<file path="src/logic/cachePkg.sv">
`default_nettype none

package cachePkg;

  // address split: tag | index | word select | byte offset
  localparam int AddrW = 32;
  localparam int ByteOffW = 3;
  localparam int WordSelW = 2;
  localparam int LineOffW = ByteOffW + WordSelW;
  localparam int IndexW = 6;
  localparam int TagW = AddrW - IndexW - LineOffW;

  // one beat per word, four words per 32-byte line
  localparam int BeatsPerLine = 2 ** WordSelW;

  // way select is a single bit
  localparam int NumWays = 2;

  typedef logic [AddrW-1:0] addr_t;
  typedef logic [TagW-1:0] tag_t;
  typedef logic [IndexW-1:0] index_t;
  typedef logic [WordSelW-1:0] wordSel_t;

  // also the memory beat width
  typedef logic [63:0] word_t;

  // whole line, word 0 in the low bits
  typedef word_t [BeatsPerLine-1:0] line_t;

  typedef enum logic [1:0] {
    Idle,
    Compare,
    Refill,
    Reread
  } ctrlState_t;

endpackage

`default_nettype wire

</file>
<file path="src/logic/cacheArrayIf.sv">
`timescale 1ns/1ps
`default_nettype none

interface cacheArrayIf #(
  parameter int NumSets = 64
);
  import cachePkg::*;

  localparam int IdxW = $clog2(NumSets);
  // tag grows when there are fewer sets
  localparam int TagBits = $bits(tag_t) + $bits(index_t) - IdxW;

  // lookup side
  logic lookupEn;
  logic [IdxW-1:0] lookupIndex;
  wordSel_t lookupWord;
  logic [TagBits-1:0] lookupTag;

  // refill side
  logic fillEn;
  logic [IdxW-1:0] fillIndex;
  wordSel_t fillWord;
  word_t fillData;
  logic fillDone;

  // array results, valid the cycle after lookupEn
  logic hit;
  logic hitWay;
  logic victimWay;
  word_t rdWay0;
  word_t rdWay1;

  modport ctrl (
    output lookupEn, lookupIndex, lookupWord, lookupTag,
    output fillEn, fillIndex, fillWord, fillData, fillDone,
    input hit, hitWay, victimWay, rdWay0, rdWay1
  );

  modport tags (
    input lookupEn, lookupIndex, lookupTag, fillDone, fillIndex,
    output hit, hitWay, victimWay
  );

  modport data (
    input lookupEn, lookupIndex, lookupWord,
    input fillEn, fillIndex, fillWord, fillData, victimWay,
    output rdWay0, rdWay1
  );

endinterface

`default_nettype wire

</file>
<file path="src/logic/cacheTagArray.sv">
`timescale 1ns/1ps
`default_nettype none

module cacheTagArray #(
  parameter int NumSets = 64
) (
  input wire clk,
  input wire rst_n,
  cacheArrayIf.tags arr
);
  import cachePkg::*;

  localparam int IdxW = $clog2(NumSets);
  localparam int TagBits = $bits(tag_t) + $bits(index_t) - IdxW;

  // per-set storage
  logic [TagBits-1:0] tagMem [NumWays][NumSets];
  logic [NumSets-1:0] validMem [NumWays];
  logic [NumSets-1:0] mruMem;

  // entry read by the last lookup
  logic [TagBits-1:0] tagQ [NumWays];
  logic [NumWays-1:0] validQ;
  logic mruQ;
  logic [IdxW-1:0] idxQ;
  logic lookupQ;

  logic [NumWays-1:0] wayHit;

  always_ff @(posedge clk or negedge rst_n) begin
    if (!rst_n) begin
      lookupQ <= 1'b0;
      validQ <= '0;
      mruQ <= 1'b0;
    end else begin
      lookupQ <= arr.lookupEn;
      if (arr.lookupEn) begin
        for (int w = 0; w < NumWays; w++) begin
          validQ[w] <= validMem[w][arr.lookupIndex];
        end
        // a hit this cycle to the same set has not reached mruMem yet
        if (arr.hit && idxQ == arr.lookupIndex) begin
          mruQ <= arr.hitWay;
        end else begin
          mruQ <= mruMem[arr.lookupIndex];
        end
      end
    end
  end

  always_ff @(posedge clk) begin
    if (arr.lookupEn) begin
      for (int w = 0; w < NumWays; w++) begin
        tagQ[w] <= tagMem[w][arr.lookupIndex];
      end
      idxQ <= arr.lookupIndex;
    end
  end

  // compare against the tag of the request in Compare
  always_comb begin
    for (int w = 0; w < NumWays; w++) begin
      wayHit[w] = lookupQ && validQ[w] && (tagQ[w] == arr.lookupTag);
    end
  end

  assign arr.hit = |wayHit;
  assign arr.hitWay = wayHit[1];

  // empty way first, otherwise the one not used last
  always_comb begin
    if (!validQ[0]) begin
      arr.victimWay = 1'b0;
    end else if (!validQ[1]) begin
      arr.victimWay = 1'b1;
    end else begin
      arr.victimWay = ~mruQ;
    end
  end

  always_ff @(posedge clk or negedge rst_n) begin
    if (!rst_n) begin
      for (int w = 0; w < NumWays; w++) begin
        validMem[w] <= '0;
      end
      mruMem <= '0;
    end else if (arr.fillDone) begin
      validMem[arr.victimWay][arr.fillIndex] <= 1'b1;
      mruMem[arr.fillIndex] <= arr.victimWay;
    end else if (arr.hit) begin
      mruMem[idxQ] <= arr.hitWay;
    end
  end

  always_ff @(posedge clk) begin
    if (arr.fillDone) begin
      tagMem[arr.victimWay][arr.fillIndex] <= arr.lookupTag;
    end
  end

  // refills only ever go to a way that missed
  noDoubleHitA: assert property (@(posedge clk) disable iff (!rst_n)
    lookupQ |-> !(wayHit[0] && wayHit[1]));

endmodule

`default_nettype wire

</file>
<file path="src/flat_wrapper.sv">
// flat-port wrapper written by rule: the top's interface ports become plain ports
module cacheTagArray_flat import cachePkg::*;
#(
  parameter int NumSets = 64
)
  (clk, rst_n, arr_lookupEn, arr_lookupIndex, arr_lookupTag, arr_fillDone, arr_fillIndex, arr_hit, arr_hitWay, arr_victimWay);
  cacheArrayIf #(.NumSets(NumSets)) arr_i ();
  input wire clk;
  input wire rst_n;
  input wire logic [$bits(arr_i.lookupEn)-1:0] arr_lookupEn;
  input wire logic [$bits(arr_i.lookupIndex)-1:0] arr_lookupIndex;
  input wire logic [$bits(arr_i.lookupTag)-1:0] arr_lookupTag;
  input wire logic [$bits(arr_i.fillDone)-1:0] arr_fillDone;
  input wire logic [$bits(arr_i.fillIndex)-1:0] arr_fillIndex;
  output wire logic [$bits(arr_i.hit)-1:0] arr_hit;
  output wire logic [$bits(arr_i.hitWay)-1:0] arr_hitWay;
  output wire logic [$bits(arr_i.victimWay)-1:0] arr_victimWay;
  assign arr_i.lookupEn = arr_lookupEn;
  assign arr_i.lookupIndex = arr_lookupIndex;
  assign arr_i.lookupTag = arr_lookupTag;
  assign arr_i.fillDone = arr_fillDone;
  assign arr_i.fillIndex = arr_fillIndex;
  assign arr_hit = arr_i.hit;
  assign arr_hitWay = arr_i.hitWay;
  assign arr_victimWay = arr_i.victimWay;
  cacheTagArray #(.NumSets(NumSets)) u_core (.clk(clk), .rst_n(rst_n), .arr(arr_i));
endmodule
</file>
<file path="config.mk">
export PLATFORM = sky130hd
export DESIGN_NAME = cacheTagArray_flat
export DESIGN_NICKNAME = d
export VERILOG_FILES = /design/src/logic/cachePkg.sv /design/src/logic/cacheArrayIf.sv /design/src/logic/cacheTagArray.sv /design/src/flat_wrapper.sv
export SDC_FILE = /design/constraint.sdc
export NUM_CORES = 2
export LEC_CHECK = 0
export BUFFER_PORTS_ARGS = -buffer_cell sky130_fd_sc_hd__buf_2
export CAP_MARGIN = 25
export CORE_UTILIZATION = 40
export CTS_BUF_LIST = sky130_fd_sc_hd__clkbuf_16
export DETAILED_ROUTE_END_ITERATION = 16
export GPL_ROUTABILITY_DRIVEN = 0
export PLACE_DENSITY = 0.61
export SLEW_MARGIN = 20
export SYNTH_ARGS = -nofsm -noshare
export SYNTH_HDL_FRONTEND = slang
export SYNTH_SLANG_ARGS = --single-unit
</file>
<file path="constraint.sdc">
create_clock -name clk -period 7.3 [get_ports clk]
set_input_delay 1.46 -clock clk [delete_from_list [all_inputs] [get_ports clk]]
set_output_delay 1.46 -clock clk [all_outputs]
set_load 0.005 [all_outputs]
</file>
==> After elaboration in Yosys (flattened, before gate mapping) <==
Memory sizes are Yosys's and may differ from the RTL's.
Cells that the tools add are included.
{ "totals": {"ff_bits": 202, "mem_bits_rw": 2730, "out_inout_bits": 3, "word_cells": 69, "n_memories": 2} }
{ "classes": {"order_cmp": 10, "n_eq_ne": 3, "muxes": 31, "bitwise": 5, "n_reduce_logical": 11} }
{ "memory_table": {"columns": ["name", "words", "width", "rd", "rd_clocked_by_memory_dff", "write_ports", "line", "rtl"], "rows": [
  ["u_core.tagMem", 2, 1344, 2, 0, 1, "cacheTagArray.sv:17", "logic [TagBits-1:0] tagMem [NumWays][NumSets];"],
  ["u_core.tagQ", 2, 21, 2, 0, 2, "cacheTagArray.sv:22", "logic [TagBits-1:0] tagQ [NumWays];"]
]} }
{ "ops": {"columns": ["operator", "count"], "rows": [
  ["2-to-1 mux 1344 bit", 1],
  ["binary-select mux 21 bit (select 6 bit)", 2],
  ["2-to-1 mux 64 bit", 3],
  ["bitwise mux 64 bit", 2],
  ["OR 128 bit", 1],
  ["demux 21 bit (select 6 bit)", 1],
  ["2-to-1 mux 21 bit", 5],
  ["demux 64 bit (select 1 bit)", 1],
  ["equality test 21 bit", 2],
  ["less-than comparator 6 x 7 -> 1 bit (second input constant)", 3],
  ["binary-select mux 1 bit (select 6 bit)", 3],
  [">= comparator 7 bit (second input constant)", 2],
  ["NOT 6 -> 7 bit", 2],
  ["demux 1 bit (select 6 bit)", 2],
  [">= comparator 6 x 1 -> 1 bit (second input constant)", 2],
  ["2-to-1 mux 1 bit", 11],
  ["logical AND 1 bit", 9],
  ["less-than comparator 7 x 1 -> 1 bit (second input constant)", 1],
  ["equality test 6 bit", 1],
  [">= comparator 2 bit (second input constant)", 1],
  ["less-than comparator 2 x 1 -> 1 bit (second input constant)", 1],
  ["NOT 1 -> 2 bit", 1],
  ["nonzero test 2 bit", 1],
  ["OR reduction 2 bit", 1],
  ["NOT 1 bit", 1]
]} }

==> Logic depth before layout (Yosys ltp) <==
{ "logic_depth": {"ltp_word": 9, "ltp_mapped": 11, "depth_no_buf": 7} }

==> Worst setup path after synthesis <==
No wires, ideal clock.
{ "synth_timing": {"path_kind": "input -> register", "startpoint": "input port arr_fillDone", "endpoint": "memory u_core.tagMem[1][630] (netlist bit), enable pin", "t_arrival_ps": 3815, "required_time_ps": 6871, "setup_slack_ps": 3056, "cell_stages": 4, "n_path_buf": 1, "cell_sequence": "clkbuf_1 -> nor2b_1 -> nand2_1 -> nor3_1"} }
{ "synth_between": {"elab_chain_cells": 2} }
{ "synth_lines": {"columns": ["element", "line", "rtl"], "rows": [
  ["start: declaration", "flat_wrapper.sv:13", "input wire logic [$bits(arr_i.fillDone)-1:0] arr_fillDone;"],
  ["2-to-1 mux 1 bit", "cacheTagArray.sv:96", "if (arr.fillDone) begin"],
  ["2-to-1 mux 1344 bit (implied by the code)", "cacheTagArray.sv:97", "tagMem[arr.victimWay][arr.fillIndex] <= arr.lookupTag;"],
  ["end: declaration", "cacheTagArray.sv:17", null]
]} }
Every way passes these cells.

==> Final worst setup path <==
{ "layout_timing": {"startpoint": "input port arr_lookupTag[10]", "endpoint": "output port arr_hitWay"} }
{ "layout_between": {"elab_chain_cells": 2} }
{ "layout_lines": {"columns": ["element", "line", "rtl"], "rows": [
  ["start: declaration", "flat_wrapper.sv:12", "input wire logic [$bits(arr_i.lookupTag)-1:0] arr_lookupTag;"],
  ["equality test 21 bit", "cacheTagArray.sv:63", "wayHit[w] = lookupQ && validQ[w] && (tagQ[w] == arr.lookupTag);"],
  ["logical AND 1 bit", "cacheTagArray.sv:63", null],
  ["end: declaration", "flat_wrapper.sv:16", "output wire logic [$bits(arr_i.hitWay)-1:0] arr_hitWay;"]
]} }
Every way passes these cells.

==> metrics <==
status=finished, final reports clean; relative slew slack=between 15 and 20%; Psw=7.77 mW; combinational share of power=between 5 and 6%; Post-synth EDFFs=2736; Synth top area share=72.2%; largest area contributor in the netlist=edfxtp_1; DRT Pass-1 Iters=6; Cell variety after synth=55; largest net degree at the start of global routing=103; clock latency on the worst-skew pair=0.97 ns; Final Setup Violations=0; synthesized area per cell=23.3 um2; Max stage delay on crit path=0.70 ns; DIE AREA=287000 um2; syn nets=4933; grt ovf=0; Critical Path RT=between 5 and 6 ns; clk_skew=~0.055 ns; Num CTS Buffers=322; crit path cell chain=buf_4 > xor2_1 > nor4_1 > nand4_1 > nor2_1 > buf_2; Final min period=between 5 and 6 ns; IO buf count=39; initial antenna violation count=43; leak pwr=41.9 nW; Min-Delay Path Class=reg -> reg; RSZ-0062 raised after global routing=false; routed wire length=312000 um; Vias per Instance=around 6.0; Final Max Slew Viols=0; CTS tree=done; P&R area growth vs syn=14.4%; hold buffers post-CTS=0; Clock transition at path regs=0.06 ns; Non-Filler Instances=~9200; DR vias=between 50000 and 60000; Synth Flop Type=edfxtp_1; Core ar.=283000 um2; internal power=28.4 mW; Yosys Warn Count=0; DPL Wire Length=173000 um; dpl cells=approximately 8700; Area contributors post-synth=edfxtp_1, mux4_2, dfrtp_1; Clock power frac=42.6%; clock sinks=a little under 3000; drt initial violations=7232; WL/cell=33.8 um; number of core rows=around 200; synthesized instance count=about 4900; Die Ht=536 um; CP delay by family, top=simple AND/OR/NAND/NOR gates; die width=between 500 and 600 um; Post-CTS Setup Bufs=0; Max stage delay cell, worst path=nor2_1; fraction of registers with async set/reset=6.68%; Seq/Total Area, Yosys=around 76%; first-pass GRT wire length=436000 um; CTS Buffer Depth=4; Tot GR Track Use=21.8%; startpoint types=input pin; # IOs=40; Final Power=roughly 36 mW; fmax=between 150 and 200 MHz; Pwr Density=between 200 and 300 nW/um2; max_cap viols=0; H-tree level count=5; root cell of the clock tree=clkbuf_16; worst-margin pin slew=~1.2 ns; Antenna Nets Post-Route=0; nets@finish=5273; element type at the critical path end=output pin; # DRC=0; Worst VDD drop=0.239 mV; mapped cell area=114000 um2; Hold Vio Cnt, Final=0; Flop pwr share=51.8%; Final Cycle Share=between 70 and 80%; Yosys reg bits=2932; number of global-route vias before repair=55800; WP data arrival=4.14 ns; Initial Utilization=40.3%; Setup CP Type=in -> out; Sw Ratio=a little over a fifth; final setup TNS=0 ns; Buf/Inv on CP=2; post-cts repair resize count=0; share of layout cells above drive strength 1=34.7%; Worst Path Max Fanout=51
## flip-flops by register name, indices dropped and copies added, names as in the netlist
name / flops
u_core.lookupQ: 1
u_core.tagQ: 42
u_core.mruQ: 1
u_core.idxQ: 6
u_core.mruMem: 64
u_core.validQ: 2
u_core.tagMem: 2688
u_core.validMem: 128
## worst paths after layout
check / from / endpoint / slack [ns] / depth (start not counted)
min in group asynchronous: rst_n / u_core.validMem[110]$_DFFE_PN0P_ / 0.57 / 1
worst min register to register: u_core.validMem[31]$_DFFE_PN0P_ / u_core.validMem[31]$_DFFE_PN0P_ / 0.46 / 1
worst max-delay path: arr_lookupTag[10] / arr_hitWay / 1.70 / 6
max in group asynchronous: rst_n / u_core.validMem[118]$_DFFE_PN0P_ / 5.58 / 2
worst min-delay path: u_core.validMem[31]$_DFFE_PN0P_ / u_core.validMem[31]$_DFFE_PN0P_ / 0.46 / 1
worst max register to register: u_core.tagQ[0][40]$_DFFE_PP_ / u_core.mruMem[60]$_DFFE_PN0P_ / 3.74 / 7
## kinds of logic after synthesis
kind of cell           after synthesis  share of synthesized area [%]
multiplexers                       954                           18.5
flip-flops                        2932                           76.5
AO/OA/AOI/OAI                      237                           1.47
AND/OR/NAND/NOR                    445                           2.03
XOR/XNOR                            48                          0.369
buffers and inverters              280                           1.15
## metrics by stage
stage	area, um2	utilization (%)	hold WS, ns	setup slack, ns
2_1_floorplan	114000	-	0.429	3.06
3_3_place_gp	120000	42.5	0.445	1.56
3_5_place_dp	120000	42.6	0.447	1.79
4_1_cts	130000	46.1	0.462	1.78
5_1_grt	130000	46.1	0.474	1.74
6_report	130000	46.1	0.459	1.70
## power groups by stage
stage                     registers, mW  clock network [mW]  logic (mW)
final                              18.7                15.4        2.03
after CTS                          18.7                15.6        2.04
after floorplan                    19.0                   0        1.14
after global routing               18.7                16.2        2.13
after detailed placement           19.1                   0        2.04
after global placement             19.1                   0        2.00
## metal layers
metal  routed length, um  global-route usage, %  up-vias
met5                  37                      0        -
met4                9190                   6.27        6
met3               27800                   4.34      499
met2              149000                   34.8     2890
met1              125000                   30.4    30500
li1                    -                      -    21600
## synth_stat cells, drive strengths merged, types with 9 or more instances
master and instances:
nor2 136, xor2 29, o21a 20, or2 129, nand3 21, o211ai 31
a31oi 27, mux4 920, a21oi 18, nand2 53, a221o 23, and2 9
a211o 17, nand2b 14, dfrtp 196, nor4 15, buf 155, nand4 11
o21ai 59, xnor2 19, mux2i 19, o211a 9, mux2 15, clkbuf 116
nor3 18, edfxtp 2736
## cell usage in the layout, fill, tap and decap left out, types with 14 or more instances in the layout
master     synthesis  final
a211o_1           17     17
a21oi_1           18     18
a221o_1           23     23
a31oi_1           27     27
buf_12             0     27
buf_4             21    241
bufinv_16          0     22
clkbuf_16          0    332
clkinv_1           1     75
clkinv_2           0     44
dfrtp_1          196    196
edfxtp_1        2736   2736
inv_1              8     80
mux2_2            15     15
mux2i_1           19     19
mux4_2           920    920
nand2_1           53     53
nand2b_1          14     14
nand3_1           21     20
nor2_1           136     21
nor2_2             0     81
nor2_4             0     34
o211ai_1          31     31
o21a_1            20     20
o21ai_0           59     59
or2_2            129    129
xnor2_1           19     19
xor2_1            29     29
## final cells by class
type | count | area [um2]
Inverter | 9 | 33.8
Multi-Input combinational cell | 1684 | 26100
Sequential cell | 2932 | 87100
Timing Repair Buffer | 287 | 2530
Tap cell | 3743 | 4680
Antenna cell | 7 | 17.5
Clock inverter | 228 | 1580
Fill cell | 23100 | 152000
Clock buffer | 332 | 8310
No activity file was read; power rests on OpenSTA's default activity.
