`src/logic/cachePkg.sv`:
```
`default_nettype none

package cachePkg;

  // address split: tag | index | word select | byte offset
  localparam int AddrW = 32;
  localparam int ByteOffW = 3;
  localparam int WordSelW = 2;
  localparam int LineOffW = ByteOffW + WordSelW;
  localparam int IndexW = 6;
  localparam int TagW = AddrW - IndexW - LineOffW;

  // one beat per word, four words per 32-byte line
  localparam int BeatsPerLine = 2 ** WordSelW;

  // way select is a single bit
  localparam int NumWays = 2;

  typedef logic [AddrW-1:0] addr_t;
  typedef logic [TagW-1:0] tag_t;
  typedef logic [IndexW-1:0] index_t;
  typedef logic [WordSelW-1:0] wordSel_t;

  // also the memory beat width
  typedef logic [63:0] word_t;

  // whole line, word 0 in the low bits
  typedef word_t [BeatsPerLine-1:0] line_t;

  typedef enum logic [1:0] {
    Idle,
    Compare,
    Refill,
    Reread
  } ctrlState_t;

endpackage

`default_nettype wire

```
`src/logic/cacheArrayIf.sv`:
```
`timescale 1ns/1ps
`default_nettype none

interface cacheArrayIf #(
  parameter int NumSets = 64
);
  import cachePkg::*;

  localparam int IdxW = $clog2(NumSets);
  // tag grows when there are fewer sets
  localparam int TagBits = $bits(tag_t) + $bits(index_t) - IdxW;

  // lookup side
  logic lookupEn;
  logic [IdxW-1:0] lookupIndex;
  wordSel_t lookupWord;
  logic [TagBits-1:0] lookupTag;

  // refill side
  logic fillEn;
  logic [IdxW-1:0] fillIndex;
  wordSel_t fillWord;
  word_t fillData;
  logic fillDone;

  // array results, valid the cycle after lookupEn
  logic hit;
  logic hitWay;
  logic victimWay;
  word_t rdWay0;
  word_t rdWay1;

  modport ctrl (
    output lookupEn, lookupIndex, lookupWord, lookupTag,
    output fillEn, fillIndex, fillWord, fillData, fillDone,
    input hit, hitWay, victimWay, rdWay0, rdWay1
  );

  modport tags (
    input lookupEn, lookupIndex, lookupTag, fillDone, fillIndex,
    output hit, hitWay, victimWay
  );

  modport data (
    input lookupEn, lookupIndex, lookupWord,
    input fillEn, fillIndex, fillWord, fillData, victimWay,
    output rdWay0, rdWay1
  );

endinterface

`default_nettype wire

```
`src/logic/cacheCtrl.sv`:
```
`timescale 1ns/1ps
`default_nettype none

module cacheCtrl #(
  parameter int NumSets = 64
) (
  input wire clk,
  input wire rst_n,

  // pipeline side
  input wire cachePkg::addr_t addr_i,
  input wire valid_i,
  output logic addrOk_o,
  output logic dataOk_o,
  output cachePkg::word_t rdData_o,

  // memory side
  output logic cacheRdValid_o,
  output cachePkg::addr_t cacheAddr_o,
  input wire rdValid_i,
  input wire rdLast_i,
  input wire cachePkg::word_t rdData_i,

  cacheArrayIf.ctrl arr
);
  import cachePkg::*;

  localparam int IdxW = $clog2(NumSets);
  localparam int TagBits = $bits(tag_t) + $bits(index_t) - IdxW;

  ctrlState_t state;
  ctrlState_t nextState;

  addr_t reqAddr;
  addr_t lookupAddr;
  wordSel_t beatCnt;
  logic accept;

  // new request taken in Idle, or behind a hit in Compare
  assign addrOk_o = (state == Idle) || (state == Compare && arr.hit);
  assign accept = valid_i && addrOk_o;

  assign dataOk_o = (state == Compare) && arr.hit;
  assign rdData_o = arr.hitWay ? arr.rdWay1 : arr.rdWay0;

  always_ff @(posedge clk) begin
    if (accept) begin
      reqAddr <= addr_i;
    end
  end

  // Reread looks the missed request up again
  assign lookupAddr = (state == Reread) ? reqAddr : addr_i;

  assign arr.lookupEn = accept || (state == Reread);
  assign arr.lookupIndex = lookupAddr[LineOffW +: IdxW];
  assign arr.lookupWord = lookupAddr[ByteOffW +: WordSelW];
  assign arr.lookupTag = reqAddr[AddrW-1 -: TagBits];

  // refill, beats come in ascending word order
  assign arr.fillEn = (state == Refill) && rdValid_i;
  assign arr.fillDone = arr.fillEn && rdLast_i;
  assign arr.fillIndex = reqAddr[LineOffW +: IdxW];
  assign arr.fillWord = beatCnt;
  assign arr.fillData = rdData_i;

  assign cacheRdValid_o = (state == Refill);
  assign cacheAddr_o = {reqAddr[AddrW-1:LineOffW], {LineOffW{1'b0}}};

  always_ff @(posedge clk or negedge rst_n) begin
    if (!rst_n) begin
      beatCnt <= '0;
    end else if (state != Refill) begin
      beatCnt <= '0;
    end else if (arr.fillEn) begin
      beatCnt <= beatCnt + 1'b1;
    end
  end

  always_ff @(posedge clk or negedge rst_n) begin
    if (!rst_n) begin
      state <= Idle;
    end else begin
      state <= nextState;
    end
  end

  always_comb begin
    nextState = state;
    unique case (state)
      Idle: begin
        if (accept) begin
          nextState = Compare;
        end
      end
      Compare: begin
        if (!arr.hit) begin
          nextState = Refill;
        end else if (!accept) begin
          nextState = Idle;
        end
      end
      Refill: begin
        if (arr.fillDone) begin
          nextState = Reread;
        end
      end
      Reread: begin
        nextState = Compare;
      end
      default: begin
        nextState = Idle;
      end
    endcase
  end

  // beats only after a miss was seen in Compare
  fillInRefillA: assert property (@(posedge clk) disable iff (!rst_n)
    arr.fillEn |-> state == Refill && $past(state) inside {Compare, Refill});

  // response only in the cycle after a lookup
  dataOkHitA: assert property (@(posedge clk) disable iff (!rst_n)
    dataOk_o |-> arr.hit && $past(arr.lookupEn));

  // memory must mark the fourth beat as last
  lastBeatA: assert property (@(posedge clk) disable iff (!rst_n)
    arr.fillDone |-> beatCnt == wordSel_t'(BeatsPerLine - 1));

endmodule

`default_nettype wire

```
`src/flat_wrapper.sv`:
```
// flat-port wrapper written by rule: the top's interface ports become plain ports
module cacheCtrl_flat import cachePkg::*;
#(
  parameter int NumSets = 64
)
  (clk, rst_n, addr_i, valid_i, addrOk_o, dataOk_o, rdData_o, cacheRdValid_o, cacheAddr_o, rdValid_i, rdLast_i, rdData_i, arr_lookupEn, arr_lookupIndex, arr_lookupWord, arr_lookupTag, arr_fillEn, arr_fillIndex, arr_fillWord, arr_fillData, arr_fillDone, arr_hit, arr_hitWay, arr_victimWay, arr_rdWay0, arr_rdWay1);
  cacheArrayIf #(.NumSets(NumSets)) arr_i ();
  input wire clk;
  input wire rst_n;
  input wire cachePkg::addr_t addr_i;
  input wire valid_i;
  output logic addrOk_o;
  output logic dataOk_o;
  output cachePkg::word_t rdData_o;
  output logic cacheRdValid_o;
  output cachePkg::addr_t cacheAddr_o;
  input wire rdValid_i;
  input wire rdLast_i;
  input wire cachePkg::word_t rdData_i;
  output wire logic [$bits(arr_i.lookupEn)-1:0] arr_lookupEn;
  output wire logic [$bits(arr_i.lookupIndex)-1:0] arr_lookupIndex;
  output wire logic [$bits(arr_i.lookupWord)-1:0] arr_lookupWord;
  output wire logic [$bits(arr_i.lookupTag)-1:0] arr_lookupTag;
  output wire logic [$bits(arr_i.fillEn)-1:0] arr_fillEn;
  output wire logic [$bits(arr_i.fillIndex)-1:0] arr_fillIndex;
  output wire logic [$bits(arr_i.fillWord)-1:0] arr_fillWord;
  output wire logic [$bits(arr_i.fillData)-1:0] arr_fillData;
  output wire logic [$bits(arr_i.fillDone)-1:0] arr_fillDone;
  input wire logic [$bits(arr_i.hit)-1:0] arr_hit;
  input wire logic [$bits(arr_i.hitWay)-1:0] arr_hitWay;
  input wire logic [$bits(arr_i.victimWay)-1:0] arr_victimWay;
  input wire logic [$bits(arr_i.rdWay0)-1:0] arr_rdWay0;
  input wire logic [$bits(arr_i.rdWay1)-1:0] arr_rdWay1;
  assign arr_lookupEn = arr_i.lookupEn;
  assign arr_lookupIndex = arr_i.lookupIndex;
  assign arr_lookupWord = arr_i.lookupWord;
  assign arr_lookupTag = arr_i.lookupTag;
  assign arr_fillEn = arr_i.fillEn;
  assign arr_fillIndex = arr_i.fillIndex;
  assign arr_fillWord = arr_i.fillWord;
  assign arr_fillData = arr_i.fillData;
  assign arr_fillDone = arr_i.fillDone;
  assign arr_i.hit = arr_hit;
  assign arr_i.hitWay = arr_hitWay;
  assign arr_i.victimWay = arr_victimWay;
  assign arr_i.rdWay0 = arr_rdWay0;
  assign arr_i.rdWay1 = arr_rdWay1;
  cacheCtrl #(.NumSets(NumSets)) u_core (.clk(clk), .rst_n(rst_n), .addr_i(addr_i), .valid_i(valid_i), .addrOk_o(addrOk_o), .dataOk_o(dataOk_o), .rdData_o(rdData_o), .cacheRdValid_o(cacheRdValid_o), .cacheAddr_o(cacheAddr_o), .rdValid_i(rdValid_i), .rdLast_i(rdLast_i), .rdData_i(rdData_i), .arr(arr_i));
endmodule
```
`config.mk`:
```
export PLATFORM = sky130hd
export DESIGN_NAME = cacheCtrl_flat
export DESIGN_NICKNAME = d
export VERILOG_FILES = /design/src/logic/cachePkg.sv /design/src/logic/cacheArrayIf.sv /design/src/logic/cacheCtrl.sv /design/src/flat_wrapper.sv
export SDC_FILE = /design/constraint.sdc
export NUM_CORES = 1
export LEC_CHECK = 0
export BUFFER_PORTS_ARGS = -buffer_cell sky130_fd_sc_hd__clkbuf_2
export CAP_MARGIN = 10
export CELL_PAD_IN_SITES_DETAIL_PLACEMENT = 0
export CELL_PAD_IN_SITES_GLOBAL_PLACEMENT = 1
export CORE_AREA = 2 2 167 169
export DETAILED_ROUTE_END_ITERATION = 7
export DIE_AREA = 0 0 169 171
export GPL_TIMING_DRIVEN = 0
export PLACE_DENSITY = 0.5
export SLEW_MARGIN = 20
export SYNTH_ARGS = -nofsm -noshare
export SYNTH_HDL_FRONTEND = slang
export SYNTH_SLANG_ARGS = --single-unit
```
`constraint.sdc`:
```
create_clock -name clk -period 1.65 [get_ports clk]
set_input_delay 0 -clock clk [delete_from_list [all_inputs] [get_ports clk]]
set_output_delay 0 -clock clk [all_outputs]
set_load 0.01 [all_outputs]
```
Word level (Yosys, flattened, before mapping)
Index checks and enable logic that the tools add are counted.

$add $sub $neg: 1. Eq/ne operators: 7. Muxes and demuxes: 9. Reduce and logical (&&, ||, !) cells: 9.

Operators with widths (number): $mux W64 (1); $mux W2 (6); $mux W11 (1); $pmux W2 S4 (1); $eq A2 B2 Y1 const B (2); $logic_and A1 B1 Y1 (4); $ne A2 B1 Y1 const B (2); $ne A3 B3 Y1 const B (1); $reduce_and A3 Y1 (1); $add A2 B1 Y2 const B (1); $eq A2 B1 Y1 const B (1); $logic_not A2 Y1 (1); $logic_or A1 B1 Y1 (2); $ne A2 B2 Y1 const B (1); $reduce_bool A2 Y1 (1).

Flip-flop bits (word level): 36. Input bits: 232. Word-level logic and storage cells: 29.

Logic depth before layout (Yosys ltp)
Gate-level depths: netlist of the first run.

Depth in word-level cells: 7. Gate-level depth with buffers: 5. Depth with buffers taken out: 5.

Least setup slack after synthesis of the first run
Ideal clock, no wire load.

Path type: reg2reg. From: register u_core.state[1]. To: register u_core.reqAddr[10] (enable). Data arrival time: 1.203 ns. Setup slack: 0.112 ns. Cell stages (with the launch flop): 5. Buffers on the path: 0. Clock period less this slack: 1.538 ns. Cell sequence: dfrtp_1 -> inv_1 -> ha_1 -> a21o_1 -> and2_4.

Longest elaborated chain between the ends: 4. Elaborated cells between the ends (all ways): 5. Those cells by class: eq/ne (1); reduce/logical (4).

Ends and longest elaborated chain: from (decl) (line cacheCtrl.sv:31) `ctrlState_t state;`; from (signal assigned) (line cacheCtrl.sv:82) `state <= Idle;`; from (signal assigned) (line cacheCtrl.sv:84) `state <= nextState;`; $eq A2 B1 Y1 (line cacheCtrl.sv:40) `assign addrOk_o = (state == Idle) || (state == Compare && arr.hit);`; $logic_and A1 B1 Y1 (line cacheCtrl.sv:40); $logic_or A1 B1 Y1 * (line cacheCtrl.sv:40); via addrOk_o (line flat_wrapper.sv:12) `output logic addrOk_o;`; $logic_and A1 B1 Y1 * (line cacheCtrl.sv:41) `assign accept = valid_i && addrOk_o;`; via u_core.accept (line cacheCtrl.sv:37) `logic accept;`; to (signal assigned) (line cacheCtrl.sv:48) `reqAddr <= addr_i;`; to (decl) (line cacheCtrl.sv:34) `addr_t reqAddr;`.

Mark *: on every way through the listed nets, which the timed path passes. The rest lies on a longest branch. A chain may end at the register's enable or synchronous reset.

Worst setup path after layout of the first run
From: register u_core.state[0]. To: output port arr_lookupEn.

Longest elaborated chain between the ends: 5. Elaborated cells between the ends (all ways): 7. Those cells by class: eq/ne (2); reduce/logical (5).

Ends and longest elaborated chain: $eq A2 B1 Y1 (line cacheCtrl.sv:40); $logic_and A1 B1 Y1 (line cacheCtrl.sv:40); $logic_or A1 B1 Y1 * (line cacheCtrl.sv:40); $logic_and A1 B1 Y1 * (line cacheCtrl.sv:41); via u_core.accept (line cacheCtrl.sv:37); $logic_or A1 B1 Y1 * (line cacheCtrl.sv:55) `assign arr.lookupEn = accept || (state == Reread);`; to (decl) (line flat_wrapper.sv:20) `output wire logic [$bits(arr_i.lookupEn)-1:0] arr_lookupEn;`.

Marks and branches as above.

==> run metrics, run 1 <==
status complete, no violations; XOR/XNOR Fraction of Synth Area 0.00532; worst-path cell chain inv_1 > ha_2 > a21o_1 > and2_4 > or2_1 > clkbuf_2; clk_skew 0.00229 ns; initial antenna violation count 1; Synth Area in Adders 0.0152; die area 28900 sq um; CTS Buf Count 5; Cell variety after synth 27; via count of the first global-routing pass 3107; Seq cells post-synth 33; CP endpoint kind output pin; post-synthesis compound-gate area fraction 0.0156; GP Congestion 0.822; WP buf/inv 2; DRC errors left 0; post-DR vias/cell 3.17; Row Count 61; CP peak stage delay 0.38 ns; CTS root buf clkbuf_16; syn avg cell area 12.3 sq um; Critical Path RT 1.65 ns; die extent in y 171 microns; global-route wire length before repair 18900 microns; starting density of the core 0.120; CP max-delay cell dfrtp_1; WL final 13800 microns; CP startpoint kind register; initial drt markers 39; top layer in use met5; hold_ws 0.0805 ns; Detailed Routing Iterations Pass 1 4; H-tree depth 2; P&R area growth vs syn 84.6%; fin crit period 1.64 ns; Worst EP arrival 1.64 ns; Met1 Wirelength 4530 microns; Tightest Hold Check Type input port to asynchronous set/reset pin; cells after synthesis 267; count of final setup violators 0; WL met2 7090 microns; top_reg_cell synth edfxtp_1; Avg WL per Cell 13.5 microns; Routed met3 length 1840 microns; Hold Vio Cnt, Final 0; final non-filler cell total 1022; DIE WIDTH 169 microns; kind of critical path register to output pin; VDD IR max 432 uV; Leak 3.40 nW; cell family with most CP delay flip-flops; layout cell share with drive strength beyond 1 0.858; Max clock buf depth 2; DR vias 3236; total of max-cap violations 0; FMAX 608 MHz; placed cells 977; largest family of logic cells by synthesized area buffers and inverters; TritonCTS clock tree built; final slew viol count 0; proportion of synthesized chip area in sequential cells 0.295; GR Util All Layers 0.0871; antenna-violating nets left 0; largest net degree at the start of global routing 16; Post-Route Setup TNS 0 ns; Power per Cell Area 773 nW/um^2; final net count 911; Max FO, Critical Path 4; core area 27300 sq um; port bufs 360; I/O Pins 435; proportion of synthesized area in mux cells 0.315; final period utilization 0.996; Post-Synth Simple-Gate Area 0.0274; clock sinks 33; RSZ-0062 raised after global routing true; Final HPWL DP 12400 microns; total gr overflow 0; Synth Cell Area 3290 sq um; YS warnings 0; worst skew pair latency 0.28 ns; Async SR Flop Fraction 0.121; number of synthesized flops with an enable pin 29; clk slew on worst S/H paths 0.05 ns; n_diodes 0
## flip-flops by register name (all words and copies together) (netlist names)
name,count
u_core.arr.fillWord,2
u_core.state,2
u_core.reqAddr,29
## synthesized netlist by cell type (all sizes together), types with 2 or more instances
library cell | instances | share of area
and2 | 6 | 0.012
and3b | 2 | 0.0053
ha | 4 | 0.015
dfrtp | 4 | 0.030
inv | 3 | 0.0034
mux2 | 72 | 0.31
buf | 131 | 0.32
edfxtp | 29 | 0.26
nand2 | 3 | 0.0034
## metrics by stage
stage	area, sq um	total power (W)	setup WS [ns]	util
6_report	6070	0.00469	0.00588	0.222
5_1_grt	6070	0.00498	-0.0570	0.222
4_1_cts	6050	0.00474	-0.0521	0.221
3_5_place_dp	5540	0.00352	-0.0890	0.203
3_3_place_gp	5540	0.00352	-0.130	0.203
2_1_floorplan	3310	0.00258	0.112	-
## path summary, 6_finish.rpt
path / from / endpoint / slack, ns / cells after the start
min reg2reg: u_core.arr.fillWord[1] / u_core.arr.fillWord[1] / 0.63 / 2
max: u_core.state[0] / arr_lookupEn / 0.006 / 6
min: rst_n / u_core.arr.fillWord[1] / 0.08 / 2
max in group asynchronous: rst_n / u_core.state[0] / 1.45 / 2
max reg2reg: u_core.state[1] / u_core.reqAddr[17] / 0.08 / 5
min in group clk: rdLast_i / u_core.state[1] / 0.14 / 4
## cells by family (layout without fill, tap and decap cells)
group	after synthesis	count (layout)
AOI/OAI and AO/OA	7	7
xor gates and xnor gates	2	2
adders and majority gates	4	4
buffers and inverters	134	538
DFF	33	33
muxes	72	72
other	1	5
and+or+nand+nor	14	15
## power by group
| group | total [W] | leakage [nW] | internal (W) | switching [W] |
|---|---|---|---|---|
| registers | 0.00123 | 0.325 | 0.00113 | 0.0000988 |
| clock network | 0.00104 | 0.0785 | 0.000707 | 0.000331 |
| logic | 0.00242 | 2.99 | 0.00137 | 0.00105 |
## layout make-up
type                            count  area, sq um
Tap cell                          346          433
Sequential cell                    33          971
Multi-Input combinational cell    105         1280
Buffer                            131         1070
Inverter                            3         11.3
Clock buffer                        6          129
Clock inverter                      2         33.8
Fill cell                        3053        21200
Timing Repair Buffer              396         2150
## routing by layer
metal,vias up,global-route usage
li1,1602,-
met1,1373,0.0814
met2,243,0.165
met3,16,0.0428
met4,2,0.0290
met5,-,0
## what timing repair did
action / 4_1_cts / 5_1_grt
endpoints found under the hold margin: 33 / 0
gates cloned: 1 / 0
endpoints found under the setup margin: 38 / 31
hold buffers: 30 / 0
pin swaps: 2 / 1
resized for setup: 3 / 4
setup buffers: 4 / 2
## cells in the final DEF, fill, tap and decap left out, drive strengths merged
cell           n
ha             4
and3b          2
buf          137
xnor2          1
or2            1
dfrtp          4
clkbuf       366
edfxtp        29
o22ai          1
and3           1
a31oi          1
mux2          72
clkinv         1
nand2          3
bufinv         1
a221oi         1
and2           7
xor2           1
a22o           1
dlygate4sd3   30
o21ai          1
conb           5
and4           1
a21o           1
inv            3
a311oi         1
No activity file was read; power rests on OpenSTA's default activity.
==> inputs of run 2 (changes only) <==
--- a/config.mk
+++ b/config.mk
@@ -7,3 +7,3 @@
 export LEC_CHECK = 0
-export BUFFER_PORTS_ARGS = -buffer_cell sky130_fd_sc_hd__clkbuf_2
+export BUFFER_PORTS_ARGS = -buffer_cell sky130_fd_sc_hd__buf_2
 export CAP_MARGIN = 10
--- a/constraint.sdc
+++ b/constraint.sdc
@@ -3,2 +3,2 @@
 set_output_delay 0 -clock clk [all_outputs]
-set_load 0.01 [all_outputs]
+set_load 0.02 [all_outputs]
==> run metrics, run 2 (same netlist as run 1, synthesis figures left out) <==
starting density of the core 0.120; post-DR vias/cell 3.18; layout cell share with drive strength beyond 1 0.862; final period utilization 1.01; hold_ws 0.0807 ns; TritonCTS clock tree built; final slew viol count 0; CP max-delay cell dfrtp_1; total of max-cap violations 0; GP Congestion 0.848; Final Cell Area 6090 sq um; WP buf/inv 2; antenna-violating nets left 0; Tightest Hold Check Type input port to asynchronous set/reset pin; Critical Path End arr_lookupEn; status complete, but fails checks; Power per Cell Area 845 nW/um^2; clk_skew 0.00222 ns; NetSw 0.00191 W; Max FO, Critical Path 4; port bufs 360; clock network power share 0.203; Final Core Density 0.223; Seq pwr share 0.241; DIE WIDTH 169 microns; VDD IR max 360 uV; worst-case reg-to-reg path depth 4; Post-Place Setup Slack -0.0905 ns; global-route wire length before repair 19100 microns; RSZ-0062 raised after global routing true; Power Total 0.00515 W; clock sinks 33; initial antenna violation count 7; total gr overflow 0; die extent in y 171 microns; Critical Path RT 1.65 ns; DR vias 3254; kind of critical path register to output pin; number of flip-flops under the largest register name 29; Placed Area 5540 sq um; Max clock buf depth 2; initial drt markers 82; Worst R2R Setup Slack 0.04 ns; crit path launch u_core.state[0]; failing checks negative setup slack; cell family with most CP delay flip-flops; CP endpoint kind output pin; Combinational Power Share 0.556; I/O Pins 435; final net count 909; Routed met3 length 1790 microns; Row Count 61; worst skew pair latency 0.28 ns; DRC errors left 0; CTS root buf clkbuf_16; P&R area growth vs syn 85.0%; H-tree depth 2; GR Util All Layers 0.0873; final setup margin -0.00868 ns; Hold Vio Cnt, Final 0; core area 27300 sq um; most frequent cells in the layout buf_2, buf_4, mux2_4; CP startpoint kind register; Reg-to-Reg End u_core.reqAddr[29]; via count of the first global-routing pass 3180; Worst path depth 6; Critical R2R Launch u_core.state[1]; WL final 13900 microns; clk slew on worst S/H paths 0.05 ns; Power Internal 0.00323 W; largest net degree at the start of global routing 16; Detailed Routing Iterations Pass 1 4; count of final setup violators 1; CP peak stage delay 0.41 ns; FMAX 603 MHz; Worst EP arrival 1.66 ns; Biggest register u_core.reqAddr; Avg WL per Cell 13.6 microns; die area 28900 sq um; top layer in use met5; Leak 3.31 nW; fin crit period 1.66 ns; Met1 Wirelength 4660 microns; worst-path cell chain inv_2 > ha_4 > a21o_1 > and2_4 > or2_1 > buf_6; Final HPWL DP 12500 microns; CTS Buf Count 5; WL met2 6970 microns; commonest non-fill, non-tap cell in the layout buf_2; Sw Ratio 0.371
-- run 2: cell count changes in the layout (fill, tap and decap cells not counted), sizes merged --
| cell | before | now |
|---|---|---|
| buf | 137 | 495 |
| diode | 0 | 2 |
| clkbuf | 366 | 6 |
-- run 2: final cells by class --
cell class,instances,area [sq um]
Antenna cell,2,5.00
Buffer,131,1070
Clock buffer,6,129
Clock inverter,2,33.8
Fill cell,3048,21200
Inverter,3,11.3
Multi-Input combinational cell,105,1300
Sequential cell,33,972
Tap cell,346,433
Timing Repair Buffer,394,2140
-- run 2: through the flow --
step,setup TNS (ns),instances
after global placement,-3.61,977
after global routing,-1.20,1021
after CTS,-0.0905,1020
final,-0.00868,1022
after detailed placement,-2.55,977
after floorplan,0,271
-- run 2: what timing repair did --
action | 4_1_cts | 5_1_grt
setup buffers | 4 | 0
gates cloned | 1 | 0
endpoints found under the hold margin | 33 | 0
hold buffers | 30 | 0
pin swaps | 3 | 1
resized for setup | 12 | 0
setup endpoints to repair | 38 | 31
-- run 2: layer usage --
| layer | up-vias | track usage |
|---|---|---|
| li1 | 1600 | - |
| met1 | 1373 | 0.0831 |
| met2 | 243 | 0.162 |
| met3 | 28 | 0.0423 |
| met4 | 10 | 0.0346 |
| met5 | - | 0 |
-- run 2: worst min-delay path by stage --
stage | to | slack, ns | cells past startpoint
2_1_floorplan | u_core.arr.fillWord[0] | -0.30 | 0
3_3_place_gp | u_core.arr.fillWord[1] | -0.19 | 1
3_5_place_dp | u_core.arr.fillWord[1] | -0.19 | 1
4_1_cts | u_core.arr.fillWord[1] | 0.08 | 2
5_1_grt | u_core.arr.fillWord[1] | 0.1 | 2
6_report | u_core.arr.fillWord[1] | 0.08 | 2
-- run 2: power by group through the flow --
| stage | Combinational (W) | Clock [W] | Sequential (W) |
|---|---|---|---|
| 2_1_floorplan | 0.00179 | 0 | 0.00122 |
| 3_3_place_gp | 0.00267 | 0 | 0.00125 |
| 3_5_place_dp | 0.00266 | 0 | 0.00126 |
| 4_1_cts | 0.00290 | 0.00108 | 0.00125 |
| 5_1_grt | 0.00305 | 0.00112 | 0.00127 |
| 6_report | 0.00286 | 0.00104 | 0.00124 |
